[config.mk]
export PLATFORM = sky130hd
export DESIGN_NAME = imm_gen
export DESIGN_NICKNAME = d
export VERILOG_FILES = /design/src/common/rv_id_pkg.sv /design/src/decode/imm_gen.sv
export SDC_FILE = /design/constraint.sdc
export NUM_CORES = 1
export LEC_CHECK = 0
export ABC_AREA = 1
export ABC_CLOCK_PERIOD_IN_PS = 3000
export BUFFER_PORTS_ARGS = -buffer_cell sky130_fd_sc_hd__buf_4
export CORE_MARGIN = 3
export CORE_UTILIZATION = 33
export DETAILED_ROUTE_END_ITERATION = 8
export GPL_TIMING_DRIVEN = 0
export PLACE_DENSITY = 0.84
export SLEW_MARGIN = 15
export SYNTH_ARGS = -nofsm -noshare
export SYNTH_HDL_FRONTEND = slang
export SYNTH_SLANG_ARGS = --single-unit
export TNS_END_PERCENT = 10
[constraint.sdc]
create_clock -name vclk -period 3
set_input_delay 0.6 -clock vclk [all_inputs]
set_output_delay 0.6 -clock vclk [all_outputs]
set_load 0.05 [all_outputs]
[src/common/rv_id_pkg.sv]
`default_nettype none

package rv_id_pkg;

    localparam int XLEN      = 64;
    localparam int ILEN      = 32;
    localparam int REG_IDX_W = 5;

    // major opcodes, instr[6:2]
    typedef enum logic [4:0] {
        LOAD      = 5'b00000,
        FENCE     = 5'b00011,
        OP_IMM    = 5'b00100,
        AUIPC     = 5'b00101,
        OP_IMM_32 = 5'b00110,
        STORE     = 5'b01000,
        OP_REG    = 5'b01100,
        LUI       = 5'b01101,
        OP_REG_32 = 5'b01110,
        BRANCH    = 5'b11000,
        JALR      = 5'b11001,
        JAL       = 5'b11011,
        SYSTEM    = 5'b11100
    } opcode_e;

    localparam logic [2:0] F3_ADD_SUB = 3'b000;
    localparam logic [2:0] F3_SLL     = 3'b001;
    localparam logic [2:0] F3_SLT     = 3'b010;
    localparam logic [2:0] F3_SLTU    = 3'b011;
    localparam logic [2:0] F3_XOR     = 3'b100;
    localparam logic [2:0] F3_SR      = 3'b101;
    localparam logic [2:0] F3_OR      = 3'b110;
    localparam logic [2:0] F3_AND     = 3'b111;
    localparam logic [2:0] F3_PRIV    = 3'b000; // ecall / ebreak / mret
    localparam logic [2:0] F3_FENCE_I = 3'b001;

    typedef enum logic [4:0] {
        ALU_ADD_64, ALU_SUB_64, ALU_SLL_64, ALU_SRL_64, ALU_SRA_64,
        ALU_ADD_32, ALU_SUB_32, ALU_SLL_32, ALU_SRL_32, ALU_SRA_32,
        ALU_SLT, ALU_SLTU, ALU_XOR, ALU_OR, ALU_AND,
        ALU_SRC2    // operand 2 straight through
    } alu_op_e;

    typedef enum logic {SRC1_RS1, SRC1_PC} src1_sel_e;

    typedef enum logic [1:0] {SRC2_RS2, SRC2_IMM, SRC2_FOUR, SRC2_ZERO} src2_sel_e;

    typedef enum logic [2:0] {
        IMM_NONE, IMM_I, IMM_S, IMM_B, IMM_U, IMM_J,
        IMM_ZI      // csr immediate, zero-extended rs1 field
    } imm_fmt_e;

    typedef logic [2:0] div_sel_t;     // funct3 of mul/div
    localparam div_sel_t DIV_MUL = 3'b000;

    typedef struct packed {
        logic [XLEN-1:0] pc;
        logic [ILEN-1:0] instr;
    } fetch_pkt_t;

    typedef struct packed {
        logic                 en;
        logic [REG_IDX_W-1:0] rd;
        logic [XLEN-1:0]      data;
    } wb_req_t;

    typedef struct packed {
        logic [REG_IDX_W-1:0] rs1_idx;
        logic [REG_IDX_W-1:0] rs2_idx;
        logic [REG_IDX_W-1:0] rd_idx;
        alu_op_e              alu_op;
        src1_sel_e            src1_sel;
        src2_sel_e            src2_sel;
        imm_fmt_e             imm_fmt;
        logic                 is_jal;
        logic                 is_jalr;
        logic                 is_brc;
        logic                 wb_en;
        logic                 div_en;
        div_sel_t             div_sel;
        logic                 trap;
        logic                 trap_in;   // ecall
        logic                 trap_out;  // mret
        logic                 fence_i;
    } id_ctrl_t;

    typedef struct packed {
        logic [XLEN-1:0] pc;
        id_ctrl_t        ctrl;
        logic [XLEN-1:0] rs1_val;
        logic [XLEN-1:0] rs2_val;
        logic [XLEN-1:0] imm;
    } id_ex_t;

endpackage

`default_nettype wire

[src/decode/imm_gen.sv]
`timescale 1ns/10ps
`default_nettype none

module imm_gen (
    input  wire logic [rv_id_pkg::ILEN-1:0] instr_i,
    input  rv_id_pkg::imm_fmt_e             fmt_i,
    output logic [rv_id_pkg::XLEN-1:0]      imm_o
);

    logic sgn;

    assign sgn = instr_i[31];

    always_comb begin
        case (fmt_i)
            rv_id_pkg::IMM_I: imm_o = {{52{sgn}}, instr_i[31:20]};
            rv_id_pkg::IMM_S: imm_o = {{52{sgn}}, instr_i[31:25], instr_i[11:7]};
            rv_id_pkg::IMM_B: begin
                imm_o = {{51{sgn}}, sgn, instr_i[7], instr_i[30:25], instr_i[11:8], 1'b0};
            end
            rv_id_pkg::IMM_U: imm_o = {{32{sgn}}, instr_i[31:12], 12'b0};
            rv_id_pkg::IMM_J: begin
                imm_o = {{43{sgn}}, sgn, instr_i[19:12], instr_i[20], instr_i[30:21], 1'b0};
            end
            rv_id_pkg::IMM_ZI: imm_o = {59'b0, instr_i[19:15]}; // uimm in rs1 slot
            default:           imm_o = '0;
        endcase
    end

endmodule

`default_nettype wire

Word-level counts from Yosys, hierarchy flattened:

Index checks and enable logic that the tools add are counted.

* input bits: 35
* bits in registers: 0

* mux-type cells: 1
* equality and inequality tests: 6

Operator list (number)
* $pmux W64 S6: 1
* $eq A3 B3 Y1 const B: 3
* $eq A3 B2 Y1 const B: 2
* $eq A3 B1 Y1 const B: 1

Longest topological paths before layout:

* depth in word-level cells: 2
* gate-level depth with buffers: 7
* depth with buffers taken out: 5

Worst setup path before layout:

OpenSTA, ideal clock, no wires.

* path kind: input port to output port
* start: in fmt_i[2]
* end: out imm_o[32] in the netlist's numbering
* slack: -630 ps
* data arrival time: 3030 ps
* stages: 7
* cells stage by stage: buf_6 inv_6 nand2_2 nand2_2 nor2_1 nor2_1 buf_4

* longest elaborated chain between the ends: 2

Ends and longest elaborated chain
* from (decl): line imm_gen.sv:6 `input rv_id_pkg::imm_fmt_e fmt_i,`
* $eq A3 B3 Y1, or another cell as far along: line imm_gen.sv:15 `case (fmt_i)`
* $pmux W64 S6 (*): line imm_gen.sv:15
* to (decl): line imm_gen.sv:7 `output logic [rv_id_pkg::XLEN-1:0] imm_o`

Every way passes the cells marked *; elsewhere a longest branch is shown, timed or not.

Final worst setup path:

* start: in fmt_i[2]
* end: out imm_o[63] in the netlist's numbering

Same word-level chain as after synthesis.

==> impl_metrics.ini <==
[finish]
multi_input_area_um2 = 395.4
area_growth_pct = 98.29
nClkBuffers = 0
stdcell_count = 243
seqCellArea_um2 = 0
design.seq.count = 0
fillers = 159
finalNetCount = 253
drive_above_1_share = 0.6620
diodes = 0

[power]
powerDensity_nw_per_um2 = 335.1
power_leakage_nw = 0.9230
max-vdd-ir-drop_mv = 0.1928

[grt]
use_met2 = 0.3161
grt_pass1_vias = 850
grt.total_usage = 0.1626
antenna_found_initial = 0
busiest_layer = met2
grt.overflow.total = 0
grt_max_degree = 34
grt_pass1_wl_um = 3608
grt_use_met1 = 0.1683
use_met3 = 0.05352

[run_status]
status = finished clean

[min_path]
holdPathStages = 4
hold_start = instr_i[12]
hp-class = primary input to primary output
hold_end = imm_o[12]

[worst_setup_path]
end_kind = primary output
critical_path.startpoint = fmt_i[2]
path_cells = buf_6, inv_6, nand2_2, nand2_2, nor2_1, nor2_4, buf_4, buf_4
slowest_stage = nor2_4
cp_num_buf_inv = 4
cpPeakStageDelay_ps = 480
crit_arrival_ps = 1910
critPathTopFamily = simple AND/OR/NAND/NOR gates
crit_type = primary input to primary output
critPathLaunchType = primary input
crit_fanout = 33
critPathRequiredTime_ps = 2400

[floorplan]
num_rows = 16
start_util = 0.3608
coreArea_um2 = 2022
dieWidth_um = 53.02
die_area_um2 = 2811
dieHeight_um = 53.02
ioPinCount = 99

[sta]
fin_crit_ps = 2509
rsz0062_at_grt = false
fmax_mhz = 398.5
setup_viol = 0
hold_violations = 0
layout_setup_ws_ps = 490.9
finalMaxSlewViolations = 0
slew_headroom = 0.5935
tns_ps = 0
min_period_over_period = 0.8364
worst_pin_slew_ps = 608.3

[clock_network]
ctsResizeCount = 0
cts_post_setup_buffers_inserted = 0
ctsHoldBuffers = 0

[synthesis]
syn-cell-area_um2 = 729.5
postSynthCellCount = 126
synth_top_area_frac = 0.3293
yosysUniqueCellTypes = 17
ys_warn_count = 0
synth_common_cells = buf_4, nand2_1, nand3_1
synth_top_area_cell = buf_4
avgSynthCellArea_um2 = 5.789
synth_seq_area_share = 0
synth_area_leaders = buf_4, nand2_1, nand3_1
synth_nets = 161

[detailed_routing]
detail_route.iter0.violations = 12
drtAntennaViolNets = 0
wl_per_cell_um = 10.41
viasPerCell = 4.267
drcViolationCount = 0
firstDrtPassIters = 4
wirelength_um = 2529
detailroute.via_count = 1037

[placed_design]
dpl.hpwl_um = 2271
pre_cts_ws_ps = 119.9
portBuffers = 90
dp_cells = 243
gp_routability_congestion = 0.8605

[job]
cap_viol_max_count = 0
-- power breakdown --
part	internal, mW	leakage (nW)	total, mW	switching, mW
Combinational	0.162	0.923	0.485	0.322
Clock	0	0	0	0
Sequential	0	0	0	0
Total	0.162	0.923	0.485	0.322
-- worst max path at each step --
stage / endpoint / slack, ps / cells past startpoint
global route: imm_o[35] / 340 / 8
CTS: imm_o[35] / 120 / 8
detailed placement: imm_o[35] / 120 / 8
global placement: imm_o[35] / 210 / 8
finish: imm_o[63] / 490 / 8
floorplan: imm_o[32] / 50 / 7
-- per-layer routing --
metal | wire, um | up-vias | share of wire
met5 | 0 | - | 0
met3 | 451 | 4 | 0.18
met2 | 1170 | 75 | 0.46
li1 | - | 545 | -
met4 | 35 | 0 | 0.014
met1 | 872 | 413 | 0.34
-- metrics by stage --
step | power [mW] | cell area, um^2 | hold slack [ps] | util
finish | 0.4847 | 1446 | 1559 | 0.7153
detailed placement | 0.4865 | 1441 | 1562 | 0.7129
CTS | 0.4870 | 1441 | 1562 | 0.7129
global route | 0.5073 | 1446 | 1585 | 0.7153
global placement | 0.4823 | 1441 | 1554 | 0.7129
floorplan | 0.3448 | 732.0 | 1431 | -
-- layout make-up --
| cell class | count | area share |
|---|---|---|
| buffer | 36 | 0.1972 |
| multi-input combinational | 77 | 0.2734 |
| inverter | 13 | 0.03893 |
| timing repair buffer | 90 | 0.4671 |
| tap | 27 | 0.02336 |
-- worst min-delay path, cell delays in order --
cell and delay (ps):
buf_4 70, nand2_1 40, nand2_1 50, buf_4 190
-- layout by cell type (no fill, tap or decap) --
| master | instances |
|---|---|
| buf_4 | 122 |
| nand2_1 | 32 |
| nand3_1 | 16 |
| inv_1 | 10 |
| nor2_1 | 10 |
| nand2_2 | 5 |
| o21ai_2 | 5 |
| buf_6 | 4 |
| nand4_1 | 3 |
| nor2_4 | 2 |
| inv_4 | 1 |
| inv_6 | 1 |
| inv_2 | 1 |
| nor2_8 | 1 |
| o21ai_1 | 1 |
| nand2_4 | 1 |
| o21ai_0 | 1 |
-- kinds of logic (layout without fill, tap and decap cells) --
group / count (synthesis) / after routing / synth area share
buf+inv: 49 / 139 / 0.4683
simple gates: 70 / 70 / 0.4580
compound gates: 7 / 7 / 0.07374
Power figures use the tool's default switching activity.
