[config.mk]
export PLATFORM = sky130hd
export DESIGN_NAME = id_credit_pipe
export DESIGN_NICKNAME = d
export VERILOG_FILES = /design/src/common/rv_id_pkg.sv /design/src/verilog/id_credit_pipe.sv
export SDC_FILE = /design/constraint.sdc
export NUM_CORES = 1
export LEC_CHECK = 0
export BUFFER_PORTS_ARGS = -buffer_cell sky130_fd_sc_hd__buf_2
export CAP_MARGIN = 15
export CORE_AREA = 2 2 232 234
export DETAILED_ROUTE_END_ITERATION = 10
export DIE_AREA = 0 0 234 236
export HOLD_SLACK_MARGIN = 0.15
export MAX_ROUTING_LAYER = met4
export PLACE_DENSITY_LB_ADDON = 0.25
export REMOVE_ABC_BUFFERS = 1
export SYNTH_ARGS = -nofsm -noshare
export SYNTH_HDL_FRONTEND = slang
export SYNTH_SLANG_ARGS = --single-unit
[constraint.sdc]
create_clock -name clk_i -period 7.9 [get_ports clk_i]
set_input_delay 0.395 -clock clk_i [delete_from_list [all_inputs] [get_ports clk_i]]
set_output_delay 0.395 -clock clk_i [all_outputs]
set_load 0.02 [all_outputs]
[src/common/rv_id_pkg.sv]
`default_nettype none

package rv_id_pkg;

    localparam int XLEN      = 64;
    localparam int ILEN      = 32;
    localparam int REG_IDX_W = 5;

    // major opcodes, instr[6:2]
    typedef enum logic [4:0] {
        LOAD      = 5'b00000,
        FENCE     = 5'b00011,
        OP_IMM    = 5'b00100,
        AUIPC     = 5'b00101,
        OP_IMM_32 = 5'b00110,
        STORE     = 5'b01000,
        OP_REG    = 5'b01100,
        LUI       = 5'b01101,
        OP_REG_32 = 5'b01110,
        BRANCH    = 5'b11000,
        JALR      = 5'b11001,
        JAL       = 5'b11011,
        SYSTEM    = 5'b11100
    } opcode_e;

    localparam logic [2:0] F3_ADD_SUB = 3'b000;
    localparam logic [2:0] F3_SLL     = 3'b001;
    localparam logic [2:0] F3_SLT     = 3'b010;
    localparam logic [2:0] F3_SLTU    = 3'b011;
    localparam logic [2:0] F3_XOR     = 3'b100;
    localparam logic [2:0] F3_SR      = 3'b101;
    localparam logic [2:0] F3_OR      = 3'b110;
    localparam logic [2:0] F3_AND     = 3'b111;
    localparam logic [2:0] F3_PRIV    = 3'b000; // ecall / ebreak / mret
    localparam logic [2:0] F3_FENCE_I = 3'b001;

    typedef enum logic [4:0] {
        ALU_ADD_64, ALU_SUB_64, ALU_SLL_64, ALU_SRL_64, ALU_SRA_64,
        ALU_ADD_32, ALU_SUB_32, ALU_SLL_32, ALU_SRL_32, ALU_SRA_32,
        ALU_SLT, ALU_SLTU, ALU_XOR, ALU_OR, ALU_AND,
        ALU_SRC2    // operand 2 straight through
    } alu_op_e;

    typedef enum logic {SRC1_RS1, SRC1_PC} src1_sel_e;

    typedef enum logic [1:0] {SRC2_RS2, SRC2_IMM, SRC2_FOUR, SRC2_ZERO} src2_sel_e;

    typedef enum logic [2:0] {
        IMM_NONE, IMM_I, IMM_S, IMM_B, IMM_U, IMM_J,
        IMM_ZI      // csr immediate, zero-extended rs1 field
    } imm_fmt_e;

    typedef logic [2:0] div_sel_t;     // funct3 of mul/div
    localparam div_sel_t DIV_MUL = 3'b000;

    typedef struct packed {
        logic [XLEN-1:0] pc;
        logic [ILEN-1:0] instr;
    } fetch_pkt_t;

    typedef struct packed {
        logic                 en;
        logic [REG_IDX_W-1:0] rd;
        logic [XLEN-1:0]      data;
    } wb_req_t;

    typedef struct packed {
        logic [REG_IDX_W-1:0] rs1_idx;
        logic [REG_IDX_W-1:0] rs2_idx;
        logic [REG_IDX_W-1:0] rd_idx;
        alu_op_e              alu_op;
        src1_sel_e            src1_sel;
        src2_sel_e            src2_sel;
        imm_fmt_e             imm_fmt;
        logic                 is_jal;
        logic                 is_jalr;
        logic                 is_brc;
        logic                 wb_en;
        logic                 div_en;
        div_sel_t             div_sel;
        logic                 trap;
        logic                 trap_in;   // ecall
        logic                 trap_out;  // mret
        logic                 fence_i;
    } id_ctrl_t;

    typedef struct packed {
        logic [XLEN-1:0] pc;
        id_ctrl_t        ctrl;
        logic [XLEN-1:0] rs1_val;
        logic [XLEN-1:0] rs2_val;
        logic [XLEN-1:0] imm;
    } id_ex_t;

endpackage

`default_nettype wire

[src/verilog/id_credit_pipe.sv]
`timescale 1ns/10ps
`default_nettype none

module id_credit_pipe #(
    parameter int unsigned ID_CREDITS = 2
) (
    input  wire logic       clk_i,
    input  wire logic       rst_n_i,
    input  wire logic       in_valid_i,
    input  rv_id_pkg::id_ex_t in_bundle_i,
    output logic            in_ready_o,
    output logic            out_valid_o,
    output rv_id_pkg::id_ex_t out_bundle_o,
    input  wire logic       credit_i
);

    localparam int unsigned CNT_W = $clog2(ID_CREDITS + 1);
    localparam logic [CNT_W-1:0] CNT_MAX = CNT_W'(ID_CREDITS);

    logic [CNT_W-1:0] credit_cnt;
    logic             accept;

    assign in_ready_o = (credit_cnt != '0);
    assign accept     = in_valid_i && in_ready_o;

    always_ff @(posedge clk_i or negedge rst_n_i) begin
        if (!rst_n_i) begin
            credit_cnt <= CNT_MAX;
        end else begin
            case ({accept, credit_i})
                2'b10:   credit_cnt <= credit_cnt - 1'b1;
                2'b01:   credit_cnt <= credit_cnt + 1'b1;
                default: ; // both or neither, count holds
            endcase
        end
    end

    always_ff @(posedge clk_i or negedge rst_n_i) begin
        if (!rst_n_i) begin
            out_valid_o <= 1'b0;
        end else begin
            out_valid_o <= accept;    // single-cycle pulse per bundle
        end
    end

    always_ff @(posedge clk_i) begin
        if (accept) out_bundle_o <= in_bundle_i;
    end

    a_cnt_bound: assert property (@(posedge clk_i) disable iff (!rst_n_i)
        credit_cnt <= CNT_MAX)
        else $error("id_credit_pipe: credit count above %0d", ID_CREDITS);

    // execute returned a credit it never owed
    a_no_excess_credit: assert property (@(posedge clk_i) disable iff (!rst_n_i)
        !(credit_i && credit_cnt == CNT_MAX))
        else $error("id_credit_pipe: credit returned with full count");

    // last credit spent and none back, ready has to drop
    a_ready_needs_credit: assert property (@(posedge clk_i) disable iff (!rst_n_i)
        (accept && !credit_i && credit_cnt == CNT_W'(1)) |=> !in_ready_o)
        else $error("id_credit_pipe: ready with no credit");

endmodule

`default_nettype wire

; ---- Yosys cells after proc, flatten, opt, wreduce, memory -nomap -nowiden
; Index checks and enable logic that the tools add are counted.
[totals]
rom_bits = 0
output_inout_bits = 296
n_memories = 0
register_bits = 297
ram_bits = 0
latchBits = 0
[op_classes]
addsub = 2
bitwise_logic = 0
n_div = 0
shift = 0
order_cmp = 0
n_eq_ne = 2
n_reduce_logical = 3
mul = 0
muxes = 1
[ops]
columns = op, count
row1 = 2-bit case mux with 2 select lines, 1
row2 = 2-bit nonzero test, 2
row3 = 2-bit by 1-bit adder with 2-bit output (second input constant), 1
row4 = 2-bit by 1-bit == test with 1-bit output (second input constant), 1
row5 = 2-bit == test (second input constant), 1
row6 = 2-bit by 1-bit subtractor with 2-bit output (second input constant), 1
row7 = 1-bit logical AND, 1

; ---- Logic depth before layout (Yosys ltp)
[logic_depth]
ltp_word = 4
mapped_depth = 6
depth_no_buf = 6

; ---- Worst setup path after synthesis
; Ideal clock, no wire load.
[synth_path]
path_type = reg2reg
from = register credit_cnt[1]
to = register out_valid_o
stages_incl_launch_ff = 4
t_required_ns = 7.155
arrival_ns = 6.538
setup_ns = 0.745
path_slack_ns = 0.617
path_buffers = 0
path_cell_list = dfstp_2 -> or2_1 -> nand2_1 -> inv_1
[synth_between]
elab_chain_len = 2
[synth_lines]
columns = item, line
row1 = start: declaration, id_credit_pipe.sv:20  ; logic [CNT_W-1:0] credit_cnt;
row2 = start signal: assignment, id_credit_pipe.sv:31  ; 2'b10: credit_cnt <= credit_cnt - 1'b1;
row3 = start signal: assignment, id_credit_pipe.sv:32  ; 2'b01: credit_cnt <= credit_cnt + 1'b1;
row4 = 2-bit nonzero test, id_credit_pipe.sv:23  ; assign in_ready_o = (credit_cnt != '0);
row5 = net in_ready_o, id_credit_pipe.sv:11  ; output logic in_ready_o,
row6 = 1-bit logical AND, id_credit_pipe.sv:24  ; assign accept = in_valid_i && in_ready_o;
row7 = net accept, id_credit_pipe.sv:21  ; logic accept;
row8 = end signal: assignment, id_credit_pipe.sv:42  ; out_valid_o <= accept;
row9 = end: declaration, id_credit_pipe.sv:12  ; output logic out_valid_o,
; The timed path passes the listed nets, and every way through them passes these cells.
; A chain may end at the register's enable or synchronous reset.

; ---- Worst setup path in the final report
[layout_path]
from = register credit_cnt[1]
to = register out_bundle_o[93] (netlist bit) (enable)
[layout_between]
elab_chain_len = 2
[layout_lines]
columns = item, line
row1 = 2-bit nonzero test, id_credit_pipe.sv:23
row2 = 1-bit logical AND, id_credit_pipe.sv:24
row3 = net accept, id_credit_pipe.sv:21
row4 = end signal: assignment, id_credit_pipe.sv:47  ; if (accept) out_bundle_o <= in_bundle_i;
row5 = end: declaration, id_credit_pipe.sv:13  ; output rv_id_pkg::id_ex_t out_bundle_o,
; The timed path passes the listed nets, and every way through them passes these cells.

==> key figures <==
Floorplanning
  – Die H: 236 um
  – Die Width: 234 um
  – Initial Util: 16.9%
  – Core ar.: 53,100 um2
  – Num rows: 85
  – Die Area: 55,200 um2
  – IO Count: 594

Yosys
  – Cell Area, Synth: 8960 um2
  – Most area-consuming cells after synthesis: edfxtp_1 99%, dfrtp_1 0.56%, dfstp_2 0.29%
  – Cell accounting for the most synthesized area: edfxtp_1
  – Share of the synthesized area in the top cell type: 98.5%
  – Synthesis-stage register bit count: 297
  – Synthesized area per cell: 29.4 um2
  – YS warnings: 0
  – Sequential share of the synthesized area: 99.4%
  – Synth cell types: 10
  – Syn Inst Count: 305

Run
  – Max-cap viol count: 0

GRT
  – First-pass GRT wire length: 41.3 mm
  – Largest net degree at the start of global routing: 135
  – Gr ovfl total: 0
  – GRT Util Overall: 10.2%
  – Vias in the first global route: 7,244
  – Antenna violations before repair: 3

Drt
  – Routed wire length: 29.3 mm
  – Antenna-violating nets left: 0
  – Vias post-DR: 6,682
  – # DRC: 0
  – Drt pass-1 iters: 4
  – Via density: 3.42
  – 1st-iter DRT viols: 192
  – Avg WL per Cell: 15.0 um

Timing
  – Slew at the pin with the worst max-slew slack: 0.991 ns
  – Crit share post-route: 33.4%
  – Unrepaired setup endpoints after global routing: false
  – Min cycle time layout: 2.64 ns
  – Hold Fails Final Rpt: 0
  – Pins over their slew limit: 0
  – Post-route setup slack: 5.26 ns
  – Hold WS: 0.221 ns
  – Clk_skew: 0.00696 ns
  – Fmax: 379 MHz
  – Setup TNS: 0 ns
  – Worst slew margin: 33.9%
  – Final setup vio count: 0

Power and ir drop
  – Lkg Pwr: 6.98 nW
  – Int Power: 3.35 mW
  – Clk network pwr share: 31.5%
  – Pwr dens: 281 nW/um2
  – Switching power share of the total: 29.3%
  – Gate power share: 21.9%
  – Psw: 1.38 mW
  – Maximum VDD drop: 0.178 mV
  – Flop pwr share: 46.5%

Final layout
  – Multi-input logic area: 52.6 um2
  – Layout area overhead: 88.1%
  – Commonest cells after routing, fill and taps aside: 593 x buf_2, 295 x dlygate4sd3_1, 294 x edfxtp_1
  – Reg area: 8900 um2
  – Fin util: 31.8%
  – Most common cell after layout, fill and taps aside: buf_2
  – Layout cells sized above 1: 51.1%
  – Fill cells: 5,277
  – Nets: 1,531

Setup path
  – Crit path kind: flop to flop
  – CP Launch Type: flop
  – Critical Path End Type: flop
  – R2R Path Start: credit_cnt[1]
  – Worst R2R Setup Slack: 5.26 ns
  – Worst-case reg-to-reg path depth: 4
  – Critical R2R Capture: out_bundle_o[93]
  – CP Max Fanout: 86
  – WP data required: 8.03 ns
  – CP Data Arrival Time: 2.77 ns

Run status
  – Status: finished clean

Clock tree
  – Worst-path clk slew: 0.05 ns
  – Skew-Pair Late Insertion Delay: 0.51 ns
  – Clk root buf: clkbuf_16
  – TritonCTS buffer count: 35
  – CTS tree: yes
  – Post-CTS setup buffer count: 0
  – CTS Sinks: 297
  – CTS Buffer Depth: 3
  – # H-tree levels: 2

Min path
  – HP Class: input port to async pin

Placed design
  – DPL Wire Length: 20.5 mm
  – IO buf count: 593
  – Routability congestion estimate: 0.731
  – Pre-CTS setup slack: 5.24 ns
-- how the worst max path moves through the flow --
| stage | cells after the start | startpoint | to | slack [ns] |
|---|---|---|---|---|
| CTS | 4 | credit_cnt[1] | out_bundle_o[41] | 5.23 |
| global placement | 4 | credit_cnt[1] | out_bundle_o[41] | 5.28 |
| finish | 4 | credit_cnt[1] | out_bundle_o[93] | 5.26 |
| global route | 4 | credit_cnt[1] | out_bundle_o[22] | 5.07 |
| floorplan | 3 | credit_cnt[1] | out_valid_o | 0.62 |
| detailed placement | 4 | credit_cnt[1] | out_bundle_o[65] | 5.24 |
-- per-stage QoR --
stage | instances | cell area (um2) | power, mW
2_1_floorplan | 305 | 8960 | 2.83
3_3_place_gp | 1596 | 12800 | 3.16
3_5_place_dp | 1596 | 12800 | 3.17
4_1_cts | 1952 | 16800 | 4.81
5_1_grt | 1955 | 16900 | 4.94
6_report | 1955 | 16900 | 4.73
-- metal layers --
| layer | routed length [um] | vias to the layer above | GRT usage, % |
|---|---|---|---|
| met2 | 15100 | 346 | 18.1 |
| met4 | 830 | 0 | 3.62 |
| met3 | 2610 | 58 | 3.43 |
| li1 | - | 3103 | - |
| met5 | 0 | - | - |
| met1 | 10700 | 3175 | 10.4 |
-- cells by family (layout without fill, tap and decap cells) --
logic type,count (synthesis),after routing,share of synthesized area [%]
other,0,3,0
AND/OR/NAND/NOR,3,3,0.154
flip-flops,297,297,99.4
XOR/XNOR,3,3,0.293
buffers and inverters,1,952,0.0418
adder cells (fa/ha/maj),1,1,0.140
-- power by group through the flow --
stage	registers, mW	clock network (mW)	logic [mW]
3_3_place_gp	2.22	0	0.940
6_report	2.20	1.49	1.04
2_1_floorplan	2.69	0	0.139
3_5_place_dp	2.23	0	0.938
4_1_cts	2.20	1.55	1.06
5_1_grt	2.23	1.61	1.11
-- flip-flops by register name (all words and copies together), names as in the netlist --
| register | flops |
|---|---|
| out_bundle_o | 294 |
| credit_cnt | 2 |
| out_valid_o | 1 |
-- synth_stat cells, drive strengths merged --
cell    count
edfxtp    294
dfrtp       2
xor2        2
dfstp       1
ha          1
inv         1
nand2       1
nor2        1
or2         1
xnor2       1
-- what timing repair did --
item	CTS	global route
hold endpoints to repair	297	0
endpoints found under the setup margin	0	0
hold buffers	295	0
resized for setup	0	0
-- critical path, cell delays in order (launching register included) --
cell and delay, ns:
dfstp_2 0.53, or2_1 0.11, nand2_1 0.15, inv_8 0.47, buf_4 0.86
-- cell type report --
type / count / share of cell area, %
inverters: 1 / 0.0668
repair buffers: 890 / 35.3
diodes: 3 / 0.0445
clock inverters: 17 / 0.624
well taps: 696 / 5.17
clock buffers: 44 / 5.65
multi-input cells: 7 / 0.312
flip-flops and latches: 297 / 52.8
(Power assumes the default switching activity.)
