===== config.mk =====
export PLATFORM = sky130hd
export DESIGN_NAME = id_decoder
export DESIGN_NICKNAME = d
export VERILOG_FILES = /design/src/common/rv_id_pkg.sv /design/src/decode/id_decoder.sv
export SDC_FILE = /design/constraint.sdc
export NUM_CORES = 1
export LEC_CHECK = 0
export BUFFER_PORTS_ARGS = -buffer_cell sky130_fd_sc_hd__buf_2
export CAP_MARGIN = 20
export CORE_MARGIN = 2
export CORE_UTILIZATION = 39
export DETAILED_ROUTE_END_ITERATION = 12
export PLACE_DENSITY_LB_ADDON = 0.25
export SYNTH_ARGS = -nofsm -noshare
export SYNTH_HDL_FRONTEND = slang
export SYNTH_SLANG_ARGS = --single-unit

===== constraint.sdc =====
create_clock -name vclk -period 2.2
set_clock_uncertainty 0.2 [all_clocks]
set_input_delay 0.11 -clock vclk [all_inputs]
set_output_delay 0.11 -clock vclk [all_outputs]
set_load 0.02 [all_outputs]

===== src/common/rv_id_pkg.sv =====
`default_nettype none

package rv_id_pkg;

    localparam int XLEN      = 64;
    localparam int ILEN      = 32;
    localparam int REG_IDX_W = 5;

    // major opcodes, instr[6:2]
    typedef enum logic [4:0] {
        LOAD      = 5'b00000,
        FENCE     = 5'b00011,
        OP_IMM    = 5'b00100,
        AUIPC     = 5'b00101,
        OP_IMM_32 = 5'b00110,
        STORE     = 5'b01000,
        OP_REG    = 5'b01100,
        LUI       = 5'b01101,
        OP_REG_32 = 5'b01110,
        BRANCH    = 5'b11000,
        JALR      = 5'b11001,
        JAL       = 5'b11011,
        SYSTEM    = 5'b11100
    } opcode_e;

    localparam logic [2:0] F3_ADD_SUB = 3'b000;
    localparam logic [2:0] F3_SLL     = 3'b001;
    localparam logic [2:0] F3_SLT     = 3'b010;
    localparam logic [2:0] F3_SLTU    = 3'b011;
    localparam logic [2:0] F3_XOR     = 3'b100;
    localparam logic [2:0] F3_SR      = 3'b101;
    localparam logic [2:0] F3_OR      = 3'b110;
    localparam logic [2:0] F3_AND     = 3'b111;
    localparam logic [2:0] F3_PRIV    = 3'b000; // ecall / ebreak / mret
    localparam logic [2:0] F3_FENCE_I = 3'b001;

    typedef enum logic [4:0] {
        ALU_ADD_64, ALU_SUB_64, ALU_SLL_64, ALU_SRL_64, ALU_SRA_64,
        ALU_ADD_32, ALU_SUB_32, ALU_SLL_32, ALU_SRL_32, ALU_SRA_32,
        ALU_SLT, ALU_SLTU, ALU_XOR, ALU_OR, ALU_AND,
        ALU_SRC2    // operand 2 straight through
    } alu_op_e;

    typedef enum logic {SRC1_RS1, SRC1_PC} src1_sel_e;

    typedef enum logic [1:0] {SRC2_RS2, SRC2_IMM, SRC2_FOUR, SRC2_ZERO} src2_sel_e;

    typedef enum logic [2:0] {
        IMM_NONE, IMM_I, IMM_S, IMM_B, IMM_U, IMM_J,
        IMM_ZI      // csr immediate, zero-extended rs1 field
    } imm_fmt_e;

    typedef logic [2:0] div_sel_t;     // funct3 of mul/div
    localparam div_sel_t DIV_MUL = 3'b000;

    typedef struct packed {
        logic [XLEN-1:0] pc;
        logic [ILEN-1:0] instr;
    } fetch_pkt_t;

    typedef struct packed {
        logic                 en;
        logic [REG_IDX_W-1:0] rd;
        logic [XLEN-1:0]      data;
    } wb_req_t;

    typedef struct packed {
        logic [REG_IDX_W-1:0] rs1_idx;
        logic [REG_IDX_W-1:0] rs2_idx;
        logic [REG_IDX_W-1:0] rd_idx;
        alu_op_e              alu_op;
        src1_sel_e            src1_sel;
        src2_sel_e            src2_sel;
        imm_fmt_e             imm_fmt;
        logic                 is_jal;
        logic                 is_jalr;
        logic                 is_brc;
        logic                 wb_en;
        logic                 div_en;
        div_sel_t             div_sel;
        logic                 trap;
        logic                 trap_in;   // ecall
        logic                 trap_out;  // mret
        logic                 fence_i;
    } id_ctrl_t;

    typedef struct packed {
        logic [XLEN-1:0] pc;
        id_ctrl_t        ctrl;
        logic [XLEN-1:0] rs1_val;
        logic [XLEN-1:0] rs2_val;
        logic [XLEN-1:0] imm;
    } id_ex_t;

endpackage

`default_nettype wire


===== src/decode/id_decoder.sv =====
`timescale 1ns/10ps
`default_nettype none

module id_decoder (
    input  wire logic [rv_id_pkg::ILEN-1:0] instr_i,
    output rv_id_pkg::id_ctrl_t             ctrl_o
);

    rv_id_pkg::opcode_e opcode;
    logic [2:0]         funct3;
    logic               f7_alt;    // sub / sra
    logic               f7_muldiv;
    logic               is_32;     // *W forms

    assign opcode    = rv_id_pkg::opcode_e'(instr_i[6:2]);
    assign funct3    = instr_i[14:12];
    assign f7_alt    = instr_i[30];
    assign f7_muldiv = instr_i[25];
    assign is_32     = instr_i[3];

    // shared by register and immediate arithmetic
    function automatic rv_id_pkg::alu_op_e arith_op(
        input logic [2:0] f3,
        input logic       alt,
        input logic       w32
    );
        rv_id_pkg::alu_op_e op;
        case (f3)
            rv_id_pkg::F3_ADD_SUB: begin
                if (alt) op = w32 ? rv_id_pkg::ALU_SUB_32 : rv_id_pkg::ALU_SUB_64;
                else     op = w32 ? rv_id_pkg::ALU_ADD_32 : rv_id_pkg::ALU_ADD_64;
            end
            rv_id_pkg::F3_SLL:  op = w32 ? rv_id_pkg::ALU_SLL_32 : rv_id_pkg::ALU_SLL_64;
            rv_id_pkg::F3_SLT:  op = rv_id_pkg::ALU_SLT;
            rv_id_pkg::F3_SLTU: op = rv_id_pkg::ALU_SLTU;
            rv_id_pkg::F3_XOR:  op = rv_id_pkg::ALU_XOR;
            rv_id_pkg::F3_SR: begin
                if (alt) op = w32 ? rv_id_pkg::ALU_SRA_32 : rv_id_pkg::ALU_SRA_64;
                else     op = w32 ? rv_id_pkg::ALU_SRL_32 : rv_id_pkg::ALU_SRL_64;
            end
            rv_id_pkg::F3_OR:   op = rv_id_pkg::ALU_OR;
            default:            op = rv_id_pkg::ALU_AND;
        endcase
        return op;
    endfunction

    always_comb begin
        ctrl_o          = '0;
        ctrl_o.rd_idx   = instr_i[11:7];
        ctrl_o.alu_op   = rv_id_pkg::ALU_ADD_64;
        ctrl_o.src1_sel = rv_id_pkg::SRC1_RS1;
        ctrl_o.src2_sel = rv_id_pkg::SRC2_RS2;
        ctrl_o.imm_fmt  = rv_id_pkg::IMM_NONE;
        ctrl_o.div_sel  = rv_id_pkg::DIV_MUL;

        case (opcode)
            rv_id_pkg::OP_REG, rv_id_pkg::OP_REG_32: begin
                ctrl_o.rs1_idx = instr_i[19:15];
                ctrl_o.rs2_idx = instr_i[24:20];
                ctrl_o.wb_en   = 1'b1;
                ctrl_o.alu_op  = arith_op(funct3, f7_alt, is_32);
                ctrl_o.div_en  = f7_muldiv;
                ctrl_o.div_sel = funct3;
            end
            rv_id_pkg::OP_IMM, rv_id_pkg::OP_IMM_32: begin
                ctrl_o.rs1_idx  = instr_i[19:15];
                ctrl_o.src2_sel = rv_id_pkg::SRC2_IMM;
                ctrl_o.imm_fmt  = rv_id_pkg::IMM_I;
                ctrl_o.wb_en    = 1'b1;
                // no subi, bit 30 is part of the immediate here
                ctrl_o.alu_op   = arith_op(funct3, f7_alt && funct3 == rv_id_pkg::F3_SR, is_32);
            end
            rv_id_pkg::LOAD, rv_id_pkg::STORE: begin
                ctrl_o.rs1_idx  = instr_i[19:15];
                ctrl_o.src2_sel = rv_id_pkg::SRC2_IMM;
                if (opcode == rv_id_pkg::STORE) begin
                    ctrl_o.rs2_idx = instr_i[24:20];
                    ctrl_o.imm_fmt = rv_id_pkg::IMM_S;
                end else begin
                    ctrl_o.imm_fmt = rv_id_pkg::IMM_I;
                    ctrl_o.wb_en   = 1'b1;
                end
            end
            rv_id_pkg::BRANCH: begin
                ctrl_o.rs1_idx = instr_i[19:15];
                ctrl_o.rs2_idx = instr_i[24:20];
                ctrl_o.imm_fmt = rv_id_pkg::IMM_B;
                ctrl_o.is_brc  = 1'b1;
            end
            rv_id_pkg::JAL, rv_id_pkg::JALR: begin  // link value pc+4
                ctrl_o.src1_sel = rv_id_pkg::SRC1_PC;
                ctrl_o.src2_sel = rv_id_pkg::SRC2_FOUR;
                ctrl_o.wb_en    = 1'b1;
                if (opcode == rv_id_pkg::JALR) begin
                    ctrl_o.rs1_idx = instr_i[19:15];
                    ctrl_o.imm_fmt = rv_id_pkg::IMM_I;
                    ctrl_o.is_jalr = 1'b1;
                end else begin
                    ctrl_o.imm_fmt = rv_id_pkg::IMM_J;
                    ctrl_o.is_jal  = 1'b1;
                end
            end
            rv_id_pkg::LUI: begin
                ctrl_o.src2_sel = rv_id_pkg::SRC2_IMM;
                ctrl_o.imm_fmt  = rv_id_pkg::IMM_U;
                ctrl_o.alu_op   = rv_id_pkg::ALU_SRC2;
                ctrl_o.wb_en    = 1'b1;
            end
            rv_id_pkg::AUIPC: begin
                ctrl_o.src1_sel = rv_id_pkg::SRC1_PC;
                ctrl_o.src2_sel = rv_id_pkg::SRC2_IMM;
                ctrl_o.imm_fmt  = rv_id_pkg::IMM_U;
                ctrl_o.wb_en    = 1'b1;
            end
            rv_id_pkg::SYSTEM: begin
                ctrl_o.src2_sel = rv_id_pkg::SRC2_ZERO;
                if (funct3 == rv_id_pkg::F3_PRIV) begin
                    ctrl_o.trap = 1'b1;
                    if (!instr_i[20]) begin     // ebreak stays a bare trap
                        ctrl_o.trap_in  = ~instr_i[21];
                        ctrl_o.trap_out = instr_i[21];
                    end
                end else if (funct3[2]) begin   // csrr*i
                    ctrl_o.src2_sel = rv_id_pkg::SRC2_IMM;
                    ctrl_o.imm_fmt  = rv_id_pkg::IMM_ZI;
                    ctrl_o.alu_op   = rv_id_pkg::ALU_SRC2;
                    ctrl_o.wb_en    = 1'b1;
                end else begin
                    ctrl_o.rs1_idx = instr_i[19:15];
                    ctrl_o.wb_en   = 1'b1;
                end
            end
            rv_id_pkg::FENCE: begin
                ctrl_o.fence_i = (funct3 == rv_id_pkg::F3_FENCE_I);
            end
            default: ;
        endcase
    end

endmodule

`default_nettype wire


### Word level (Yosys, flattened, before mapping)

Cells that the tools add are included.

* equal/unequal tests: 18
* multiplexer cells: 39
* bitwise logic cells: 1
* reduce and logical (&&, ||, !) cells: 13

Operators by type and width (number)
* 5-bit one-hot mux with 7 select lines: 2
* 5-bit 2-to-1 mux: 6
* 4-bit 2-to-1 mux: 7
* 3-bit 2-to-1 mux: 8
* 5-bit by 4-bit == test with 1-bit output, second input constant: 4
* 5-bit == test, second input constant: 4
* 5-bit one-hot mux with 4 select lines: 1
* 3-bit one-hot mux with 6 select lines: 1
* 5-bit by 3-bit == test with 1-bit output, second input constant: 3
* 5-bit one-hot mux with 3 select lines: 1
* 5-bit one-hot mux with 2 select lines: 1
* 2-bit OR reduction: 5
* 3-bit == test, second input constant: 3
* 8-bit OR reduction: 1
* 1-bit 2-to-1 mux: 7
* 7-bit OR reduction: 1
* 3-bit by 2-bit == test with 1-bit output, second input constant: 2
* 2-bit 2-to-1 mux: 3
* 2-bit one-hot mux with 3 select lines: 1
* 3-bit OR reduction: 2
* 6-bit OR reduction: 1
* 5-bit by 2-bit == test with 1-bit output, second input constant: 1
* 5-bit zero test: 1
* 3-bit by 1-bit == test with 1-bit output, second input constant: 1
* other kinds (4): 4

* bits in registers: 0
* input bits: 32
* word-level logic and storage cells: 71

### Depth between registers and ports, before layout

Gate-level depths: netlist (run 1).

* depth in word-level cells: 5
* depth in mapped cells: 8
* gate-level depth less buffers: 7

### Worst setup path before layout (run 1)

OpenSTA, ideal clock, no wires.

* kind: input to output
* start point: in instr_i[12] (netlist bit)
* end point: out ctrl_o[18] (netlist bit)
* arrival time: 1.706 ns
* required time: 1.890 ns
* path slack: 0.184 ns
* stages: 8
* cell sequence: clkbuf_1 nor2b_1 nand3_1 ha_1 nand2b_2 o22ai_1 a221oi_1 o21ai_0

RTL lines
* start: declaration: line id_decoder.sv:5 `input wire logic [rv_id_pkg::ILEN-1:0] instr_i,`
* end: declaration: line id_decoder.sv:6 `output rv_id_pkg::id_ctrl_t ctrl_o`

==> results of run 1 <==
==> power by group through the flow <==
stage	registers (mW)	logic [mW]	clock network [mW]
CTS	0	0.178	0
detailed placement	0	0.177	0
global route	0	0.197	0
floorplan	0	0.137	0
global placement	0	0.174	0
finish	0	0.178	0
==> how the worst max path moves through the flow <==
stage	slack, ps	from	depth (start not counted)	endpoint
after global routing	160	instr_i[13]	9	ctrl_o[18]
after floorplan	180	instr_i[12]	8	ctrl_o[18]
after global placement	320	instr_i[13]	9	ctrl_o[18]
final	270	instr_i[13]	9	ctrl_o[18]
after CTS	270	instr_i[13]	9	ctrl_o[18]
after detailed placement	280	instr_i[13]	9	ctrl_o[18]
==> layout make-up <==
class                      count  area, sq um
multi-input combinational    106        648.1
inverter                       3        11.26
fill                         196        805.8
timing repair buffer          53        267.8
tap                           25        31.28
==> per-stage QoR <==
step	utilization	instances	instance area, sq um
5_1_grt	0.5433	187	958.4
6_report	0.5433	187	958.4
3_3_place_gp	0.5433	187	958.4
2_1_floorplan	-	124	749.5
4_1_cts	0.5433	187	958.4
3_5_place_dp	0.5433	187	958.4
==> cells by family (layout without fill, tap and decap cells) <==
family,Yosys count,after routing,share of synthesized area
simple gates,71,71,0.5275
mux,1,1,0.01336
other cells,1,1,0.005004
fa+ha+maj,4,4,0.06678
compound gates,29,29,0.2521
buf+inv,18,56,0.1352
==> metal layers <==
| metal | up-vias | GRT usage | part of all wire |
|---|---|---|---|
| met5 | - | 0 | 0 |
| met4 | 0 | 0 | 0 |
| met3 | 0 | 0.003774 | 0.059 |
| met2 | 33 | 0.3120 | 0.45 |
| met1 | 425 | 0.3067 | 0.49 |
| li1 | 504 | - | - |
==> cell usage in the layout (no fill, tap or decap), types with 2 or more instances in the layout <==
master    Yosys  layout
buf_2         3      52
nand2_1      15      15
nor2_1       10      10
nor2b_1       9       9
nand3_1       8       8
o22ai_1       6       6
a21oi_1       6       6
nand2b_1      5       5
and2_1        5       5
o21ai_0       5       5
nor3_1        4       4
and3_1        4       4
ha_1          4       4
a211oi_1      2       2
o21bai_1      2       2
nand2b_2      2       2
inv_1         2       2
or3_1         2       2
==> flow_summary.yaml, run 1 <==
critical_path:
  path_class: "in -> out"
  slowest_stage: "ha_1"
  crit_chain: "buf_2 > nor2b_1 > nand3_1 > ha_1 > nand2b_2 > o22ai_1 > a221oi_1 > o21ai_0 > buf_2"
  end_kind: "output pin"
  max_stage_delay_ps: 330
  cp.required_ps: 1890
  start_kind: "input port"
  cp_max_fo: 13
  arrival_ps: 1620
  path_buf_inv: 2
  worst_path_most_repeated_cell: "buf_2"
  path_delay_family: "simple AND/OR/NAND/NOR gates"
synth:
  yosysSeqAreaShare: 0
  ys.warnings.count: 0
  syn_nets: 160
  yosysUniqueCellTypes: 40
  synthTopCellsByArea: "nand2_1, nor2b_1, ha_1"
  post-synth-top-area-cell: "nand2_1"
  netlist_area_sq_um: 749.5
  syn_inst: 124
  syn_avg_cell_area_sq_um: 6.044
  yosysMostFrequentCell: "nand2_1"
  synth_common_cells: "nand2_1, nor2_1, nor2b_1"
  synth.top_cell.area_share: 0.07513
timing:
  layout_setup_ws_ps: 268.4
  fin_crit_sh: 0.8780
  tns_ps: 0
  min_period_ps: 1932
  rsz0062_at_grt: "no"
  holdWs_ps: 20.01
  finalHoldViolations: 0
  max_freq_mhz: 517.7
  setup_viol: 0
  drv_slew: 0
floorplan:
  die_x_microns: 47.84
  dieHeight_microns: 47.84
  core.rowCount: 15
  initial_utilization: 0.4248
  io-pin-count: 70
  core_area_sq_um: 1764
  die_area_sq_um: 2288
detailed_routing:
  vias: 962
  wl_microns: 2160
  routedWlPerCell_microns: 11.55
  drt_iter0_drc: 19
  drt_first_pass_iters: 4
  drcViolationCount: 0
  avgViaCountPerCell: 5.144
  antenna_left: 0
global_routing:
  grt.total_usage: 0.1947
  antenna_found_initial: 0
  grt_pass1_vias: 740
  grt_pass1_wl_microns: 3353
  grt_max_degree: 19
  grt_overflow: 0
pwr:
  power_density_nw_per_um2: 186.1
  pwr-share-seq: 0
  power_mw: 0.1783
  ir_drop_mv: 0.08780
  swShare: 0.6268
  power.switching_mw: 0.1118
  p_leak_nw: 0.5173
  p_clk_frac: 0
  combPwrFrac: 1.000
  internal-power_mw: 0.06655
place:
  port_buffers: 52
  dpl.hpwl_microns: 1639
  place_ws_ps: 277.8
  gp_congestion: 0.7736
hold_path:
  hold_depth: 0
  hold_class: "in -> out"
  hold_path_end: "ctrl_o[26]"
  min-delay-start: "instr_i[10]"
clocking:
  postCtsHoldBufs: 0
  cts_resized: 0
  cts_setup_buffers: 0
cells_and_area:
  fin_nets: 200
  n_clock_buffer: 0
  regArea_sq_um: 0
  design.seq.count: 0
  syn_to_final_growth_pct: 27.88
  diodes: 0
  drive_above_1_share: 0.3765
run:
  max-cap-violations: 0
status:
  outcome: "completed"
(Power assumes the default switching activity.)
==> inputs of run 2 (changes only) <==
--- a/config.mk
+++ b/config.mk
@@ -7,7 +7,7 @@
 export LEC_CHECK = 0
 export BUFFER_PORTS_ARGS = -buffer_cell sky130_fd_sc_hd__buf_2
 export CAP_MARGIN = 20
-export CORE_MARGIN = 2
+export CORE_MARGIN = 10
 export CORE_UTILIZATION = 39
 export DETAILED_ROUTE_END_ITERATION = 12
 export PLACE_DENSITY_LB_ADDON = 0.25
==> constraint.sdc (replaced) <==
create_clock -name vclk -period 1.8
set_clock_uncertainty 0.2 [all_clocks]
set_input_delay 0.09 -clock vclk [all_inputs]
set_output_delay 0.09 -clock vclk [all_outputs]
set_load 0.02 [all_outputs]
==> run 2 against run 1 <==
Net effect: utilization rose by 6.4 points; flip-flop and latch count stayed put; non-clock buffer count up 11; total power grew 44%; highest routed layer is now met4.
==> flow_summary.yaml, run 2 (synthesis gave the netlist of run 1 again) <==
cells_and_area:
  final_common_cell: "buf_2"
  syn_to_final_growth_pct: 44.57
  multi_input_area_sq_um: 678.2
  drive_above_1_share: 0.4162
  diodes: 0
  design.seq.count: 0
  fin_nets: 211
  fillers: 184
  fin_area_sq_um: 1084
  regArea_sq_um: 0
  layout_common_cells: "buf_2, nand2_1, nor2_1"
  n_clock_buffer: 0
floorplan:
  initial_utilization: 0.4204
  io-pin-count: 70
  core_area_sq_um: 1783
  dieHeight_microns: 63.84
  core.rowCount: 15
  die_x_microns: 63.84
  die_area_sq_um: 4075
place:
  dpl.hpwl_microns: 2161
  port_buffers: 52
  gp_congestion: 0.8238
  placed_area_sq_um: 1007
clocking:
  cts_setup_buffers: 0
critical_path:
  cp_max_fo: 7
  cp.required_ps: 1510
  crit_chain: "buf_2 > or3_1 > or3_4 > nor3b_2 > buf_2"
  worstSetupEndpoint: "ctrl_o[1]"
  slowest_stage: "or3_1"
  worstSetupStartpoint: "instr_i[14]"
  cp.depth: 5
  path_class: "in -> out"
  path_buf_inv: 2
  path_delay_family: "simple AND/OR/NAND/NOR gates"
  arrival_ps: 1400
  worst_path_most_repeated_cell: "buf_2"
  end_kind: "output pin"
  start_kind: "input port"
  max_stage_delay_ps: 410
hold_path:
  hold_depth: 3
  hold_class: "in -> out"
timing:
  fin_crit_sh: 0.9379
  drv_slew: 0
  setup_viol: 0
  rsz0062_at_grt: "no"
  finalHoldViolations: 0
  max_freq_mhz: 592.3
  tns_ps: 0
  min_period_ps: 1688
pwr:
  p_clk_frac: 0
  p_leak_nw: 0.5750
  combPwrFrac: 1.000
  ir_drop_mv: 0.1152
  internal-power_mw: 0.1005
  pwr-share-seq: 0
  power_density_nw_per_um2: 236.8
  power.switching_mw: 0.1561
  swShare: 0.6084
status:
  outcome: "completed"
detailed_routing:
  antenna_left: 0
  drcViolationCount: 0
  drt_iter0_drc: 46
  routedWlPerCell_microns: 14.45
  wl_microns: 2861
  vias: 1052
  drt_first_pass_iters: 4
  avgViaCountPerCell: 5.313
global_routing:
  antenna_found_initial: 0
  grt_pass1_vias: 932
  grt_pass1_wl_microns: 4416
  grt_max_degree: 19
  grt_overflow: 0
  grt.total_usage: 0.1202
run:
  max-cap-violations: 0
[run 2: changes by cell type in the layout (fill, tap and decap cells not counted), sizes merged]
cell | before | now
buf | 53 | 59
dlygate4sd3 | 0 | 5
[run 2: power by group through the flow]
stage | Clock (mW) | Sequential [mW] | Combinational [mW]
2_1_floorplan | 0 | 0 | 0.168
3_3_place_gp | 0 | 0 | 0.227
3_5_place_dp | 0 | 0 | 0.230
4_1_cts | 0 | 0 | 0.249
5_1_grt | 0 | 0 | 0.284
6_report | 0 | 0 | 0.257
[run 2: layer usage]
metal	part of all wire	track usage	vias to the layer above	wire, microns
li1	-	-	527	-
met1	0.43	0.1621	456	1242
met2	0.41	0.1741	67	1174
met3	0.15	0.05749	2	427
met4	0.0059	0.008197	0	17
met5	0	0	-	0
[run 2: final cells by class]
cell class	instances	share of cell area
Multi-Input combinational cell	106	0.6259
Inverter	3	0.01039
Tap cell	25	0.02887
Timing Repair Buffer	64	0.3349
[run 2: metrics by stage]
step	util	setup slack, ps	total power [mW]	cells	hold slack [ps]
after CTS	0.5930	13.54	0.2485	198	263.2
after global placement	0.5649	52.01	0.2271	193	-19.76
after detailed placement	0.5649	15.37	0.2303	193	-19.76
final	0.6077	111.8	0.2566	198	264.4
after global routing	0.6077	5.902	0.2836	198	289.6
after floorplan	-	10.65	0.1682	124	31.13
[run 2: worst min-delay path by stage]
stage	end	from
floorplan	ctrl_o[1]	instr_i[20]
global placement	ctrl_o[23]	instr_i[7]
detailed placement	ctrl_o[23]	instr_i[7]
CTS	ctrl_o[2]	instr_i[21]
global route	ctrl_o[1]	instr_i[20]
finish	ctrl_o[2]	instr_i[21]
[run 2: timing repair]
item | 4_1_cts | 5_1_grt
hold endpoints to repair | 5 | 0
hold buffers | 5 | 0
gates resized for setup | 0 | 4
setup endpoints to repair | 0 | 1
